**src/rtl/hd44780_pkg.sv**
```systemverilog
package hd44780_pkg;

    // ********************
    // lcd data types
    // ********************

    // one 4-bit bus transfer, the lcd only sees d7..d4 in 4-bit mode
    typedef logic [3:0] nybble_t;

    // byte to the lcd, seen whole or as the two nybbles it goes out as
    typedef union packed {
        logic [7:0] whole;          // as latched from the requester
        struct packed {
            nybble_t hi;            // sent first
            nybble_t lo;            // sent second
        } nyb;
    } lcd_byte_u;

    // ********************
    // nybble timing, in clock ticks
    // ********************

    // numbers below are for a 48 MHz clock, rounded up
    localparam int DEF_TAS      = 3;    // rs/data setup before e rises
    localparam int DEF_PWEH     = 22;   // e high width
    localparam int DEF_TCYCE    = 48;   // whole enable cycle, start to start
    localparam int DEF_CNT_BITS = 6;    // must hold DEF_TCYCE

    // ********************
    // alive blinker
    // ********************

    // top bit of 25 flips about every 0.35 s at 48 MHz
    localparam int DEF_BLINK_BITS = 25;
    // rgb on for 1 cycle in 2**3, they are far too bright at full duty
    localparam int DEF_PWM_BITS   = 3;

endpackage
```
**src/rtl/hd44780_top.sv**
```systemverilog
`timescale 1ns/1ps

module hd44780_top import hd44780_pkg::*; #(
    parameter int TAS        = DEF_TAS,
    parameter int PWEH       = DEF_PWEH,
    parameter int TCYCE      = DEF_TCYCE,
    parameter int CNT_BITS   = DEF_CNT_BITS,
    parameter int BLINK_BITS = DEF_BLINK_BITS,
    parameter int PWM_BITS   = DEF_PWM_BITS
) (
    input  logic      clk,
    input  logic      i_reset,
    input  logic      i_button_n,
    input  logic      i_stb,            // byte request
    input  logic      i_rs,
    input  lcd_byte_u i_byte,
    output logic      o_busy,
    output logic      o_lcd_rs,         // lcd pins
    output logic      o_lcd_e,
    output nybble_t   o_lcd_data,
    output logic      o_logan_strobe,   // analyzer trigger
    output logic      o_led_r,
    output logic      o_led_g,
    output logic      o_led_b,
    output logic      o_led0,
    output logic      o_led1,
    output logic      o_led2,
    output logic      o_led3
);

    logic    armed;
    logic    core_reset;                // write path held until the button
    logic    nyb_stb;
    logic    nyb_rs;
    nybble_t nybble;
    logic    nyb_busy;

    assign core_reset = i_reset | ~armed;

    hd_button_arm u_arm (
        .clk            (clk),
        .i_reset        (i_reset),
        .i_button_n     (i_button_n),
        .o_armed        (armed),
        .o_logan_strobe (o_logan_strobe)
    );

    // ********************
    // lcd write path
    // ********************
    hd_byte_sender u_byte (
        .clk        (clk),
        .i_reset    (core_reset),
        .i_stb      (i_stb),
        .i_rs       (i_rs),
        .i_byte     (i_byte),
        .i_nyb_busy (nyb_busy),
        .o_nyb_stb  (nyb_stb),
        .o_nyb_rs   (nyb_rs),
        .o_nybble   (nybble),
        .o_busy     (o_busy)
    );

    hd_nybble_sender #(
        .TAS      (TAS),
        .PWEH     (PWEH),
        .TCYCE    (TCYCE),
        .CNT_BITS (CNT_BITS)
    ) u_nyb (
        .clk        (clk),
        .i_reset    (core_reset),
        .i_stb      (nyb_stb),
        .i_rs       (nyb_rs),
        .i_nybble   (nybble),
        .o_busy     (nyb_busy),
        .o_lcd_rs   (o_lcd_rs),
        .o_lcd_e    (o_lcd_e),
        .o_lcd_data (o_lcd_data)
    );

    // runs from plain reset so the rgb blink shows before arming
    hd_alive_blink #(
        .BLINK_BITS (BLINK_BITS),
        .PWM_BITS   (PWM_BITS)
    ) u_blink (
        .clk     (clk),
        .i_reset (i_reset),
        .i_armed (armed),
        .o_led_r (o_led_r),
        .o_led_g (o_led_g),
        .o_led_b (o_led_b),
        .o_led0  (o_led0),
        .o_led1  (o_led1),
        .o_led2  (o_led2),
        .o_led3  (o_led3)
    );

endmodule

```
**src/rtl/hd_alive_blink.sv**
```systemverilog
`timescale 1ns/1ps

module hd_alive_blink import hd44780_pkg::*; #(
    parameter int BLINK_BITS = DEF_BLINK_BITS,  // needs at least 4
    parameter int PWM_BITS   = DEF_PWM_BITS
) (
    input  logic clk,
    input  logic i_reset,
    input  logic i_armed,           // external leds stay dark until armed
    output logic o_led_r,           // rgb, active high
    output logic o_led_g,
    output logic o_led_b,
    output logic o_led0,            // external, active low
    output logic o_led1,
    output logic o_led2,
    output logic o_led3
);

    logic [BLINK_BITS-1:0] blink_cnt;   // free running
    logic [PWM_BITS-1:0]   pwm_cnt;     // dimming
    logic                  pwm_on;

    assign pwm_on = &pwm_cnt;           // 1 cycle in 2**PWM_BITS

    always_ff @(posedge clk) begin
        if (i_reset) begin
            blink_cnt <= '0;
            pwm_cnt   <= '0;
        end else begin
            blink_cnt <= blink_cnt + 1'b1;
            pwm_cnt   <= pwm_cnt + 1'b1;
        end
    end

    // ********************
    // rgb, green and blue alternate, red at twice the rate
    // ********************
    always_ff @(posedge clk) begin
        if (i_reset) begin
            o_led_r <= 1'b0;
            o_led_g <= 1'b0;
            o_led_b <= 1'b0;
        end else begin
            o_led_g <= pwm_on & ~blink_cnt[BLINK_BITS-1];
            o_led_b <= pwm_on &  blink_cnt[BLINK_BITS-1];
            o_led_r <= pwm_on & ~blink_cnt[BLINK_BITS-2];
        end
    end

    // external leds, low is lit
    always_ff @(posedge clk) begin
        if (i_reset || !i_armed) begin
            o_led0 <= 1'b1;
            o_led1 <= 1'b1;
            o_led2 <= 1'b1;
            o_led3 <= 1'b1;
        end else begin
            o_led0 <=  blink_cnt[BLINK_BITS-2];
            o_led1 <= ~blink_cnt[BLINK_BITS-3];
            o_led2 <=  blink_cnt[BLINK_BITS-3];
            o_led3 <= ~blink_cnt[BLINK_BITS-4];
        end
    end

endmodule

```
**src/rtl/hd_nybble_sender.sv**
```systemverilog
`timescale 1ns/1ps

module hd_nybble_sender import hd44780_pkg::*; #(
    parameter int TAS      = DEF_TAS,       // ticks, accept to e rise
    parameter int PWEH     = DEF_PWEH,      // ticks e stays high
    parameter int TCYCE    = DEF_TCYCE,     // ticks, accept to next possible accept
    parameter int CNT_BITS = DEF_CNT_BITS   // must hold TCYCE
) (
    input  logic    clk,
    input  logic    i_reset,
    input  logic    i_stb,          // one-cycle request, ignored while busy
    input  logic    i_rs,
    input  nybble_t i_nybble,
    output logic    o_busy,
    output logic    o_lcd_rs,       // r/w is tied low on the board
    output logic    o_lcd_e,
    output nybble_t o_lcd_data      // goes to lcd d7..d4
);

    // window bounds in counter units
    localparam logic [CNT_BITS-1:0] E_ON   = CNT_BITS'(TAS);
    localparam logic [CNT_BITS-1:0] E_OFF  = CNT_BITS'(TAS + PWEH);
    localparam logic [CNT_BITS-1:0] CYC_END = CNT_BITS'(TCYCE);

    logic [CNT_BITS-1:0] cnt;       // ticks since the accepting edge
    logic [CNT_BITS-1:0] cnt_nxt;
    logic                start;
    logic                run;
    logic                busy;
    logic                lcd_e;
    logic                lcd_rs;
    nybble_t             lcd_data;

    // ********************
    // tick counter
    // ********************
    assign start   = !busy && i_stb;
    assign run     = busy || start;
    // count after the coming edge, a new nybble restarts at 1
    assign cnt_nxt = busy ? cnt + 1'b1 : CNT_BITS'(1);

    always_ff @(posedge clk) begin
        if (i_reset) begin
            cnt   <= '0;
            busy  <= 1'b0;
            lcd_e <= 1'b0;
        end else if (run) begin
            cnt   <= cnt_nxt;
            busy  <= (cnt_nxt < CYC_END);                       // drops TCYCE after accept
            lcd_e <= (cnt_nxt >= E_ON) && (cnt_nxt < E_OFF);    // registered, no glitches on e
        end else begin
            lcd_e <= 1'b0;
        end
    end

    // ********************
    // pin latches
    // ********************
    // rs and data valid the cycle after accept, held through the whole cycle
    always_ff @(posedge clk) begin
        if (i_reset) begin
            lcd_rs   <= 1'b0;
            lcd_data <= '0;
        end else if (start) begin
            lcd_rs   <= i_rs;
            lcd_data <= i_nybble;
        end
    end

    assign o_busy     = busy;
    assign o_lcd_e    = lcd_e;
    assign o_lcd_rs   = lcd_rs;
    assign o_lcd_data = lcd_data;

endmodule

```
**src/rtl/hd_byte_sender.sv**
```systemverilog
`timescale 1ns/1ps

module hd_byte_sender import hd44780_pkg::*; (
    input  logic      clk,
    input  logic      i_reset,
    input  logic      i_stb,        // one-cycle request
    input  logic      i_rs,         // 0 command, 1 data
    input  lcd_byte_u i_byte,
    input  logic      i_nyb_busy,   // from nybble sender
    output logic      o_nyb_stb,
    output logic      o_nyb_rs,
    output nybble_t   o_nybble,
    output logic      o_busy        // high for the whole byte
);

    // sequencer states
    localparam logic [1:0] ST_IDLE = 2'd0;
    localparam logic [1:0] ST_HI   = 2'd1;  // high nybble handed off
    localparam logic [1:0] ST_LO   = 2'd2;  // low nybble handed off

    logic [1:0] state;
    logic       nyb_stb;            // registered strobe to the nybble sender
    logic       nyb_seen;           // nybble sender has gone busy for this nybble
    lcd_byte_u  byte_q;             // latched byte, payload only
    logic       rs_q;               // latched rs, payload only

    // ********************
    // sequencer
    // ********************
    // the nybble sender does all lcd timing, here we only wait for
    // its busy to rise and then fall before moving on
    always_ff @(posedge clk) begin
        if (i_reset) begin
            state    <= ST_IDLE;
            nyb_stb  <= 1'b0;
            nyb_seen <= 1'b0;
        end else begin
            nyb_stb <= 1'b0;                        // pulse by default
            case (state)
                ST_IDLE: begin
                    if (i_stb) begin                // only accepted when idle
                        nyb_stb  <= 1'b1;           // high nybble goes first
                        nyb_seen <= 1'b0;
                        state    <= ST_HI;
                    end
                end
                ST_HI: begin
                    if (i_nyb_busy) begin
                        nyb_seen <= 1'b1;
                    end else if (nyb_seen) begin    // high nybble done
                        nyb_stb  <= 1'b1;
                        nyb_seen <= 1'b0;
                        state    <= ST_LO;
                    end
                end
                ST_LO: begin
                    if (i_nyb_busy) begin
                        nyb_seen <= 1'b1;
                    end else if (nyb_seen) begin    // low nybble done, byte done
                        nyb_seen <= 1'b0;
                        state    <= ST_IDLE;
                    end
                end
                default: state <= ST_IDLE;
            endcase
        end
    end

    // payload latch on acceptance
    always_ff @(posedge clk) begin
        if (state == ST_IDLE && i_stb) begin
            byte_q.whole <= i_byte.whole;
            rs_q         <= i_rs;
        end
    end

    assign o_nyb_stb = nyb_stb;
    assign o_nyb_rs  = rs_q;                        // same rs on both halves
    assign o_nybble  = (state == ST_LO) ? byte_q.nyb.lo : byte_q.nyb.hi;
    assign o_busy    = (state != ST_IDLE);          // rises the cycle after accept

endmodule

```
**src/rtl/hd_button_arm.sv**
```systemverilog
`timescale 1ns/1ps

module hd_button_arm (
    input  logic clk,
    input  logic i_reset,
    input  logic i_button_n,        // active low, pulled up on the board
    output logic o_armed,           // write path may run
    output logic o_logan_strobe     // to a pin, analyzer triggers on its rise
);

    logic btn_meta;                 // first sync flop
    logic btn_sync;                 // second sync flop, safe to use
    logic armed;                    // sticky, set on first press

    // ********************
    // synchronizer
    // ********************
    // held released in reset so a held button arms right after reset
    always_ff @(posedge clk) begin
        if (i_reset) begin
            btn_meta <= 1'b1;
            btn_sync <= 1'b1;
        end else begin
            btn_meta <= i_button_n;
            btn_sync <= btn_meta;
        end
    end

    // no debounce needed, the first low sample is all that counts
    always_ff @(posedge clk) begin
        if (i_reset) begin
            armed <= 1'b0;
        end else if (!btn_sync) begin
            armed <= 1'b1;          // stays set until reset
        end
    end

    assign o_armed        = armed;
    assign o_logan_strobe = armed;  // same level, separate pin

endmodule

```
**config.mk**
```make
export PLATFORM = sky130hd
export DESIGN_NAME = hd44780_top
export DESIGN_NICKNAME = d
export VERILOG_FILES = /design/src/rtl/hd44780_pkg.sv /design/src/rtl/hd44780_top.sv /design/src/rtl/hd_alive_blink.sv /design/src/rtl/hd_nybble_sender.sv /design/src/rtl/hd_byte_sender.sv /design/src/rtl/hd_button_arm.sv
export SDC_FILE = /design/constraint.sdc
export NUM_CORES = 1
export LEC_CHECK = 0
export ABC_AREA = 0
export BUFFER_PORTS_ARGS = -buffer_cell sky130_fd_sc_hd__buf_2
export CELL_PAD_IN_SITES_DETAIL_PLACEMENT = 0
export CELL_PAD_IN_SITES_GLOBAL_PLACEMENT = 1
export CORE_UTILIZATION = 51
export CTS_BUF_LIST = sky130_fd_sc_hd__clkbuf_8
export CTS_CLUSTER_DIAMETER = 80
export CTS_CLUSTER_SIZE = 30
export DETAILED_ROUTE_END_ITERATION = 8
export PLACE_DENSITY = 0.9
export SLEW_MARGIN = 0
export SYNTH_ARGS = -nofsm -noshare
export SYNTH_HDL_FRONTEND = slang
export SYNTH_SLANG_ARGS = --single-unit
```
**constraint.sdc**
```tcl
create_clock -name clk -period 3.2 [get_ports clk]
set_clock_uncertainty 0.05 [all_clocks]
set_input_delay 0.32 -clock clk [delete_from_list [all_inputs] [get_ports clk]]
set_output_delay 0.32 -clock clk [all_outputs]
set_load 0.02 [all_outputs]
```
# == Yosys cells after proc, flatten, opt, wreduce, memory -nomap -nowiden ==
# Cells that the tools add are included.
# totals
regBits,64
latchBits,0
ramBits,0
mem_bits_ro,0
out_inout_bits,15
memories,0
# classes
addsub,3
multipliers,0
div,0
magnitude_cmp,3
eq_ne,7
n_shift,0
mux,15
n_bitwise,10
reduce_logical,15
# ops
cell,n
$add A25 B1 Y25 const B,1
$mux W2,5
$add A6 B1 Y6 const B,1
$ge A6 B2 Y1 const B,1
$lt A6 B5 Y1 const B,1
$lt A6 B6 Y1 const B,1
$mux W6,1
$ne A2 B2 Y1 const B,3
$not A1 Y1,6
$pmux W2 S3,1
$mux W1,5
$reduce_and A5 Y1,1
$mux W4,1
$ne A2 B1 Y1 const B,2
$pmux W1 S2,2
$reduce_bool A2 Y1,2
$reduce_or A2 Y1,2
$add A3 B1 Y3 const B,1
$and A1 B1 Y1,3
$logic_and A1 B1 Y1,3
$reduce_and A3 Y1,1
$eq A2 B1 Y1 const B,1
$eq A2 B2 Y1 const B,1
$logic_not A1 Y1,2
other kinds (4),5

# == Logic depth before layout (Yosys ltp) ==
# Gate-level depths: netlist (run 1).
# logic_depth
ltp_word,5
depth_mapped,6
mapped_depth_nobuf,6

# == Modules after synthesis ==
# From an unflattened synthesis (run 1), not the netlist that was laid out.
# hier_totals
cells_unflattened,271
hier_area_um2,2695.1
# by_module_without_submodules
mod,n_inst,cells_per_inst,area_each_um2,seq_area_each_um2
hd_alive_blink,1,151,1423.9,700.7
hd_byte_sender,1,44,601.8,350.3
hd_nybble_sender,1,67,574.3,260.2
hd_button_arm,1,8,88.8,60.1
hd44780_top,1,1,6.3,0.0

# == Least setup slack after synthesis (run 1) ==
# OpenSTA, ideal clock, no wires.
# synth_timing
path_kind,flip-flop to flip-flop
from,register u_nyb.cnt[0]
to,register u_nyb.lcd_e (netlist: u_nyb.o_lcd_e)
t_arrival_ns,1.504
setup_slack_ns,1.543
stages_incl_launch_ff,6
n_path_buf,0
cell_sequence,dfxtp_1 -> ha_1 -> nand2b_1 -> xor2_1 -> a211o_1 -> a2111oi_2
# synth_via
elab_chain_cells,4
elab_cells_between_ends,5
classes_between,add/sub (1); order compare (2); mux (1); reduce/logical (1)
# synth_lines
element,line_no,text
start: declaration,hd_nybble_sender.sv:25,logic [CNT_BITS-1:0] cnt;
start signal: assignment,hd_nybble_sender.sv:48,cnt <= cnt_nxt;
$add A6 B1 Y6 *,hd_nybble_sender.sv:40,assign cnt_nxt = busy ? cnt + 1'b1 : CNT_BITS'(1);
$mux W6 *,hd_nybble_sender.sv:40,
$ge A6 B2 Y1 / $lt A6 B5 Y1 (equally long branches),hd_nybble_sender.sv:50,lcd_e <= (cnt_nxt >= E_ON) && (cnt_nxt < E_OFF);
$logic_and A1 B1 Y1 *,hd_nybble_sender.sv:50,
end signal: assignment,hd_nybble_sender.sv:50,
end: declaration,hd_nybble_sender.sv:30,logic lcd_e;
# Every way passes the cells marked *; elsewhere a longest branch is shown, timed or not.
# A chain may end at the register's enable or synchronous reset.

# == Worst setup path in the final report (run 1) ==
# Same ends and word-level chain as after synthesis.

==> results of run 1 <==
[final cells by class]
type / instances / area, sq um
fillers: 454 / 2030
clock buffers: 11 / 151
repair buffers: 27 / 135
well taps: 70 / 87.6
multi-input cells: 187 / 1220
inverters: 10 / 37.5
flip-flops and latches: 64 / 1370
clock inverters: 5 / 72.6
[registers in the layout (all words and copies together) (netlist names), 2 cells and up]
register           cells
u_byte.state           2
u_nyb.o_lcd_data       4
u_blink.pwm_cnt        3
u_blink.blink_cnt     25
u_nyb.cnt              6
u_byte.byte_q          8
[kinds of logic after synthesis]
kind of cell	synth area share, %
buf+inv	3.63
mux	3.12
fa+ha+maj	3.26
xor+xnor	5.21
flops	51.0
compound gates	11.3
simple gates	22.5
[report_power, final]
| part | switching, mW | internal (mW) | leakage, nW |
|---|---|---|---|
| combinational | 0.0254 | 0.0180 | 0.489 |
| sequential | 0.00704 | 0.832 | 0.533 |
| clock | 0.287 | 0.474 | 0.122 |
[cells in the final DEF, fill, tap and decap left out, types with 3 or more instances in the layout]
master    count
nor2b_1       8
edfxtp_1      9
nand2_1      11
and4_1        3
and3_1        5
mux2i_1       5
nor3_1        5
nor2_1       34
nand2b_1      4
nand3_1      12
nand4_1       6
inv_1        11
dfxtp_1      55
xor2_1        7
a211oi_1      7
ha_1          7
xnor2_1       9
buf_2        27
a21oi_1      17
or3_1         9
o21ai_0       9
clkbuf_8     11
[path summary, 6_finish.rpt]
kind / slack [ps] / to
setup / recovery: 1370 / u_nyb.o_lcd_e$_SDFF_PP0_
hold / removal: 110 / u_byte.byte_q[5]$_DFFE_PP_
setup reg to reg: 1370 / u_nyb.o_lcd_e$_SDFF_PP0_
hold reg to reg: 350 / u_arm.o_armed$_SDFFE_PP0N_
[layer usage]
| metal | GRT usage [%] | routed length, microns | vias up |
|---|---|---|---|
| met3 | 6.02 | 141 | 8 |
| met2 | 26.3 | 2050 | 23 |
| met5 | 0 | 0 | - |
| li1 | - | - | 1008 |
| met4 | 10.1 | 77 | 0 |
| met1 | 23.6 | 2210 | 873 |
==> results.yml, run 1 <==
timing:
  hold_violations: 0
  timing.final.crit_share_pct: 57.1
  finalCriticalPeriod_ps: 1830
  tightest_slew_ps: 711
  fin_ws_ps: 1370
  rsz0062_at_grt: "false"
  slew_violations: 0
  fmax_ghz: 0.547
  maxSlewHeadroom_pct: 52.6
  hold_slack_ps: 109
  finalSetupViolations: 0
  tns_ps: 0
worst_setup_path:
  slowest_delay_ps: 390
  crit_family: "compound AO/OA/AOI/OAI gates"
  crit_path_end_kind: "register"
  reg2regPathDepth: 5
  critPathLaunchType: "register"
  critPathBufInv: 0
  cp.depth: 5
  path_cells: "ha_1 -> nand2b_1 -> o221ai_1 -> o2111ai_1 -> a2111oi_2"
  critPathMaxFanout: 7
  startpoint: "u_nyb.cnt[0]$_SDFFE_PP0N_"
  worstSetupPathType: "register to register"
  reg2reg_from: "u_nyb.cnt[0]$_SDFFE_PP0N_"
  slowest_stage: "dfxtp_1"
  cp.arrival_ps: 2000
  required_ps: 3370
logic_synthesis:
  synth.most_common_cell: "dfxtp_1"
  syn_inst: 274
  avgSynthCellArea_sq_um: 9.81
  netlist_area_sq_um: 2690
  dominantRegCellSynth: "dfxtp_1"
  synth-seq-cells: 64
  synth_edf_count: 9
  yosys.area.top_type: "dfxtp_1"
  yosysWarnings: 0
  async_flop_share_pct: 0
  ys_top_cells_by_count: "dfxtp_1, nor2_1, a21oi_1"
  ys_top_cells_by_area: "dfxtp_1, edfxtp_1, nor2_1, ha_1, a21oi_1"
  ys_types: 48
  synth_top_area_share_pct: 40.9
  syn_nets: 294
  ys_seq_area_share_pct: 51.0
grt:
  grt_pass1_vias: 1627
  grt_antenna_before_repair: 0
  grt_start_max_net_pins: 37
  gr-total-overflow: 0
  grt_pass1_wl_microns: 7400
  grt_usage_pct: 18.1
clock_tree:
  clockRootBuffer: "clkbuf_8"
  cts_max_level: 3
  clkSlewWorstSetupHoldPaths_ps: 70
  postCtsHoldBufs: 0
  clk_path_buf_depth: 2
  cts_setup_buffers: 0
  cts.sinks: 64
  cts_resized: 0
  clk-insertion-delay-late_ps: 330
  cts_tree: "built"
  numCtsBuffers: 9
power_and_ir_drop:
  total_power_mw: 1.64
  peakVddDrop_v: 0.000336
  p_leak_nw: 1.14
  cellPowerDensity_nw_per_um2: 535
cells_and_area:
  fin_nets: 319
  fin_cells: 374
  fin_area_sq_um: 3080
  layout-drive-gt1-share_pct: 17.1
  final_core_util_pct: 60.2
  n_antenna_cell: 0
  syn_to_final_growth_pct: 14.4
routing:
  drtIter0Drc: 73
  drc: 0
  wl_per_cell_microns: 12.0
  vias: 1912
  wirelength_microns: 4480
  vias_per_cell: 5.11
  antenna_left: 0
  firstDrtPassIters: 4
place:
  place_inst: 358
  dp_hpwl_microns: 3030
  place_area_sq_um: 2850
  port_buffers: 27
  place_ws_ps: 1380
  gp_congestion: 0.767
floorplan:
  die_area_sq_um: 5570
  die_h_microns: 74.6
  io_pins: 28
  core_sq_um: 5110
  rows: 26
  die_w_microns: 74.6
  start_util_pct: 52.6
min_path:
  min_from: "i_byte[5]"
  holdPathStages: 1
  hp-class: "input pin to register"
status:
  status: "complete, no violations"
run:
  maxCapViolCount: 0
No activity file was read; power rests on OpenSTA's default activity.
==> run 2: changes to the inputs <==
--- a/config.mk
+++ b/config.mk
@@ -9,12 +9,12 @@
 export BUFFER_PORTS_ARGS = -buffer_cell sky130_fd_sc_hd__buf_2
 export CELL_PAD_IN_SITES_DETAIL_PLACEMENT = 0
 export CELL_PAD_IN_SITES_GLOBAL_PLACEMENT = 1
-export CORE_UTILIZATION = 51
+export CORE_UTILIZATION = 42
 export CTS_BUF_LIST = sky130_fd_sc_hd__clkbuf_8
 export CTS_CLUSTER_DIAMETER = 80
 export CTS_CLUSTER_SIZE = 30
 export DETAILED_ROUTE_END_ITERATION = 8
-export PLACE_DENSITY = 0.9
+export PLACE_DENSITY = 0.8
 export SLEW_MARGIN = 0
 export SYNTH_ARGS = -nofsm -noshare
 export SYNTH_HDL_FRONTEND = slang
==> constraint.sdc (replaced) <==
create_clock -name clk -period 1.6 [get_ports clk]
set_clock_uncertainty 0.05 [all_clocks]
set_input_delay 0.16 -clock clk [delete_from_list [all_inputs] [get_ports clk]]
set_output_delay 0.16 -clock clk [all_outputs]
set_load 0.02 [all_outputs]
==> run 2 against run 1 <==
Clock power increased by 72%. Hold slack worse by 6.5 ps. Flip-flop and latch count unchanged. Combinational power increased to 2.7 times the previous value. Utilization shrank 6.0 points. Final area is 6.9% higher. Global-route usage down 2.3 points. Sequential share of layout area shrank 2.8 points. Via count is 7.2% higher. First-iteration DRC count is 34% lower. Worst setup slack got worse by 1300 ps. Critical path type unchanged. Critical endpoint unchanged.
==> results.yml, run 2 (same netlist as run 1, synthesis figures left out) <==
timing:
  rsz0062_at_grt: "false"
  finalSetupViolations: 0
  timing.final.crit_share_pct: 96.4
  tightest_slew_ps: 415
  hold_violations: 0
  finalCriticalPeriod_ps: 1540
  fmax_ghz: 0.648
  hold_slack_ps: 103
  maxSlewHeadroom_pct: 72.2
  slew_violations: 0
worst_setup_path:
  critPathLaunchType: "register"
  slowest_delay_ps: 310
  cp.arrival_ps: 1730
  critPathMaxFanout: 4
  critPathBufInv: 0
  crit_family: "compound AO/OA/AOI/OAI gates"
  reg2regPathDepth: 5
  path_cells: "ha_2 -> nand2b_1 -> xor2_1 -> a211o_1 -> a2111oi_2"
  slowest_stage: "dfxtp_1"
  crit_path_end_kind: "register"
  worstSetupPathType: "register to register"
  required_ps: 1790
  cp.depth: 5
cells_and_area:
  regMostFlops: "u_blink.blink_cnt"
  largest_registers: "u_blink.blink_cnt (25), u_byte.byte_q (8), u_nyb.cnt (6)"
  largest_reg_flops: 25
  final_common_cell: "dfxtp_1"
  final_core_util_pct: 54.2
  fin_cells: 406
  fin_nets: 346
  n_antenna_cell: 0
  layout-drive-gt1-share_pct: 22.7
  final_cell_mix: "dfxtp_1, nor2_1, buf_2"
  fin_area_sq_um: 3290
  syn_to_final_growth_pct: 22.2
power_and_ir_drop:
  pwr-share-seq_pct: 54.1
  peakVddDrop_v: 0.000720
  combinationalPowerShare_pct: 3.8
  p_leak_nw: 1.24
  p_switching_mw: 0.674
  p_int_mw: 2.43
  total_power_mw: 3.10
  cellPowerDensity_nw_per_um2: 944
  pwr-share-clk_pct: 42.1
  p_sw_share_pct: 21.7
grt:
  grt_start_max_net_pins: 24
  grt_pass1_wl_microns: 7900
  gr-total-overflow: 0
  grt_pass1_vias: 1874
  grt_antenna_before_repair: 0
  grt_usage_pct: 15.8
floorplan:
  core_sq_um: 6060
  die_area_sq_um: 6730
  die_h_microns: 82.0
  start_util_pct: 44.4
  rows: 28
  io_pins: 28
  die_w_microns: 82.0
place:
  gp_congestion: 0.791
  place_inst: 380
  place_area_sq_um: 2990
  dp_hpwl_microns: 3300
  port_buffers: 27
clock_tree:
  numCtsBuffers: 9
  clkSlewWorstSetupHoldPaths_ps: 70
  clk_path_buf_depth: 2
  cts_tree: "built"
  cts_setup_buffers: 0
  cts_max_level: 3
  clk-insertion-delay-late_ps: 340
  cts.sinks: 64
  clockRootBuffer: "clkbuf_8"
routing:
  vias_per_cell: 5.05
  firstDrtPassIters: 4
  drc: 0
  antenna_left: 0
  wirelength_microns: 4720
  drtIter0Drc: 48
  wl_per_cell_microns: 11.6
  vias: 2049
min_path:
  hp-class: "input pin to register"
  holdPathStages: 3
run:
  maxCapViolCount: 0
status:
  status: "complete, no violations"
==> run 2: per-layer routing <==
metal,track usage [%],vias up,share of wire [%]
li1,-,1075,-
met1,19.4,941,50
met2,24.7,24,45
met3,5.00,9,3.3
met4,7.89,0,2.0
met5,0,-,0
==> run 2: tightest hold or removal path, cell delays in order <==
cell and delay, ps:
buf_2 120, nand2_1 90, a21oi_1 70
==> run 2: final timing paths <==
kind / start / endpoint / slack [ps]
worst max-delay path: u_nyb.cnt[1]$_SDFFE_PP0N_ / u_nyb.o_lcd_e$_SDFF_PP0_ / 60
worst min-delay path: i_stb / u_byte.o_nyb_stb$_SDFF_PP0_ / 100
worst max register to register: u_nyb.cnt[1]$_SDFFE_PP0N_ / u_nyb.o_lcd_e$_SDFF_PP0_ / 60
worst min register to register: u_arm.btn_meta$_SDFF_PP1_ / u_arm.btn_sync$_SDFF_PP1_ / 360
==> run 2: layout make-up <==
cell class / count / area [sq um]
Fill cell: 571 / 2770
Clock buffer: 9 / 124
Timing Repair Buffer: 54 / 363
Clock inverter: 7 / 63.8
Inverter: 10 / 37.5
Sequential cell: 64 / 1370
Tap cell: 75 / 93.8
Multi-Input combinational cell: 187 / 1230
==> run 2: power by group through the flow <==
| stage | registers (mW) | clock network [mW] | logic (mW) |
|---|---|---|---|
| final | 1.68 | 1.31 | 0.117 |
| after global routing | 1.68 | 1.41 | 0.132 |
| after CTS | 1.68 | 1.34 | 0.118 |
| after detailed placement | 1.71 | 0 | 0.0991 |
| after global placement | 1.71 | 0 | 0.0973 |
| after floorplan | 1.72 | 0 | 0.0566 |
==> run 2: per-stage QoR <==
stage / TNS [ps] / setup WS, ps
floorplan: 0 / 23.4
global placement: 0 / 48.0
detailed placement: -13.4 / -11.2
CTS: 0 / 12.7
global route: 0 / 3.57
finish: 0 / 57.5
==> run 2: what timing repair did <==
item / in CTS / in global routing
endpoints found under the hold margin: 10 / 0
gates resized for setup: 1 / 4
setup endpoints to repair: 3 / 9
pin swaps: 0 / 2
hold buffers: 10 / 0
==> run 3: changes to the inputs <==
--- a/config.mk
+++ b/config.mk
@@ -14,7 +14,9 @@
 export CTS_CLUSTER_DIAMETER = 80
 export CTS_CLUSTER_SIZE = 30
 export DETAILED_ROUTE_END_ITERATION = 8
-export PLACE_DENSITY = 0.8
+export MAX_ROUTING_LAYER = met4
+export PLACE_DENSITY = 0.84
+export SETUP_SLACK_MARGIN = 0.3
 export SLEW_MARGIN = 0
 export SYNTH_ARGS = -nofsm -noshare
 export SYNTH_HDL_FRONTEND = slang
==> run 3 against run 2 <==
Total power is 8.2% higher. Largest power group unchanged. Sequential power about the same. Sequential share of layout area decreased by 4.8 points. First-iteration DRC count up 94%. Critical path type unchanged. Non-clock buffer count rose by 22. Worst setup slack worse by 51 ps. Clock-buffer cell count is 2 higher. Wire length is 29% higher.
==> results.yml, run 3 (same netlist as run 1, synthesis figures left out) <==
status:
  status: "complete, no violations"
clock_tree:
  clk_path_buf_depth: 2
  clockRootBuffer: "clkbuf_8"
  cts_tree: "built"
  clk-insertion-delay-late_ps: 330
  cts_max_level: 3
  cts.sinks: 64
  clkSlewWorstSetupHoldPaths_ps: 70
  numCtsBuffers: 9
cells_and_area:
  n_antenna_cell: 0
  syn_to_final_growth_pct: 43.7
  final_cell_mix: "nor2_1, buf_4, dfxtp_1"
  fin_area_sq_um: 3860
  largest_registers: "u_blink.blink_cnt (25), u_byte.byte_q (8), u_nyb.cnt (6)"
  fin_nets: 369
  layout-drive-gt1-share_pct: 45.2
  fin_cells: 429
  fill_cells: 507
  regMostFlops: "u_blink.blink_cnt"
  final_core_util_pct: 63.7
  largest_reg_flops: 25
grt:
  grt_usage_pct: 18.8
  grt_pass1_vias: 1999
  grt_antenna_before_repair: 0
  grt_start_max_net_pins: 23
  gr-total-overflow: 0
  grt_pass1_wl_microns: 9000
power_and_ir_drop:
  cellPowerDensity_nw_per_um2: 868
  total_power_mw: 3.36
  p_leak_nw: 1.46
  peakVddDrop_v: 0.000697
place:
  gp_congestion: 0.861
  port_buffers: 27
  place_ws_ps: 73.0
  place_inst: 370
  dp_hpwl_microns: 3350
  place_area_sq_um: 2980
worst_setup_path:
  slowest_delay_ps: 370
  reg2reg_to: "u_nyb.o_lcd_e$_SDFF_PP0_"
  path_cells: "ha_4 -> nand2b_4 -> xor2_2 -> a211o_1 -> a2111oi_4"
  cp.arrival_ps: 1780
  reg2reg_from: "u_nyb.cnt[1]$_SDFFE_PP0N_"
  critPathLaunchType: "register"
  reg2reg_slack_ps: 7
  required_ps: 1780
  worstSetupPathType: "register to register"
  crit_path_end_kind: "register"
  critPathBufInv: 0
  slowest_stage: "dfxtp_4"
  crit_family: "compound AO/OA/AOI/OAI gates"
  reg2regPathDepth: 5
  critPathMaxFanout: 5
routing:
  vias: 2223
  antenna_left: 0
  wirelength_microns: 6090
  drtIter0Drc: 93
  wl_per_cell_microns: 14.2
  drc: 0
  firstDrtPassIters: 4
  vias_per_cell: 5.18
timing:
  maxSlewHeadroom_pct: 74.7
  hold_violations: 0
  fmax_ghz: 0.628
  fin_ws_ps: 6.51
  finalSetupViolations: 0
  timing.final.crit_share_pct: 99.6
  tightest_slew_ps: 379
  slew_violations: 0
  finalCriticalPeriod_ps: 1590
  tns_ps: 0
  hold_slack_ps: 158
  rsz0062_at_grt: "true"
min_path:
  holdPathEnd: "u_blink.blink_cnt[0]$_SDFF_PP0_"
  min_from: "i_reset"
  hp-class: "input pin to register"
  holdPathStages: 2
floorplan:
  die_h_microns: 82.0
  core_sq_um: 6060
  die_w_microns: 82.0
  rows: 28
  io_pins: 28
  die_area_sq_um: 6730
  start_util_pct: 44.4
run:
  maxCapViolCount: 0
-- run 3: final cells by class --
type,instances,area [sq um],share of cell area [%]
multi-input cells,187,1510,39.0
flip-flops and latches,64,1430,36.9
repair inverters,1,5.00,0.130
well taps,75,93.8,2.43
clock buffers,11,151,3.92
clock inverters,5,72.6,1.88
repair buffers,76,561,14.5
inverters,10,46.3,1.20
-- run 3: repair_timing --
item	4_1_cts	5_1_grt
pin swaps	17	25
buffers inserted	20	12
cloned	0	1
endpoints found under the hold margin	10	0
resized for setup	45	42
hold buffers	10	0
setup endpoints to repair	32	40
-- run 3: metal layers --
metal,wire length [microns],part of all wire (%),vias to the layer above,track usage (%)
met4,191,3.1,0,11.4
met3,148,2.4,17,4.00
met2,3110,51,41,30.9
li1,-,-,1116,-
met1,2640,43,1049,20.9
met5,0,0,-,-
-- run 3: report_power, final --
| group | total (mW) | switching (mW) | internal, mW | leakage [nW] |
|---|---|---|---|---|
| logic | 0.136 | 0.0672 | 0.0689 | 0.794 |
| clock network | 1.55 | 0.602 | 0.949 | 0.122 |
| registers | 1.67 | 0.0180 | 1.65 | 0.548 |
| total | 3.36 | 0.687 | 2.67 | 1.46 |
-- run 3: how the worst max path moves through the flow --
stage | start | endpoint | slack, ps | cells after the start
6_report | u_nyb.cnt[1]$_SDFFE_PP0N_ | u_nyb.o_lcd_e$_SDFF_PP0_ | 7 | 5
5_1_grt | u_nyb.cnt[1]$_SDFFE_PP0N_ | u_nyb.o_lcd_e$_SDFF_PP0_ | -60 | 5
4_1_cts | u_nyb.cnt[1]$_SDFFE_PP0N_ | u_nyb.o_lcd_e$_SDFF_PP0_ | 30 | 5
3_5_place_dp | u_nyb.cnt[0]$_SDFFE_PP0N_ | u_nyb.o_lcd_e$_SDFF_PP0_ | 70 | 5
3_3_place_gp | u_nyb.cnt[0]$_SDFFE_PP0N_ | u_nyb.o_lcd_e$_SDFF_PP0_ | 90 | 5
2_1_floorplan | u_nyb.cnt[0]$_SDFFE_PP0N_ | u_nyb.o_lcd_e$_SDFF_PP0_ | 130 | 5
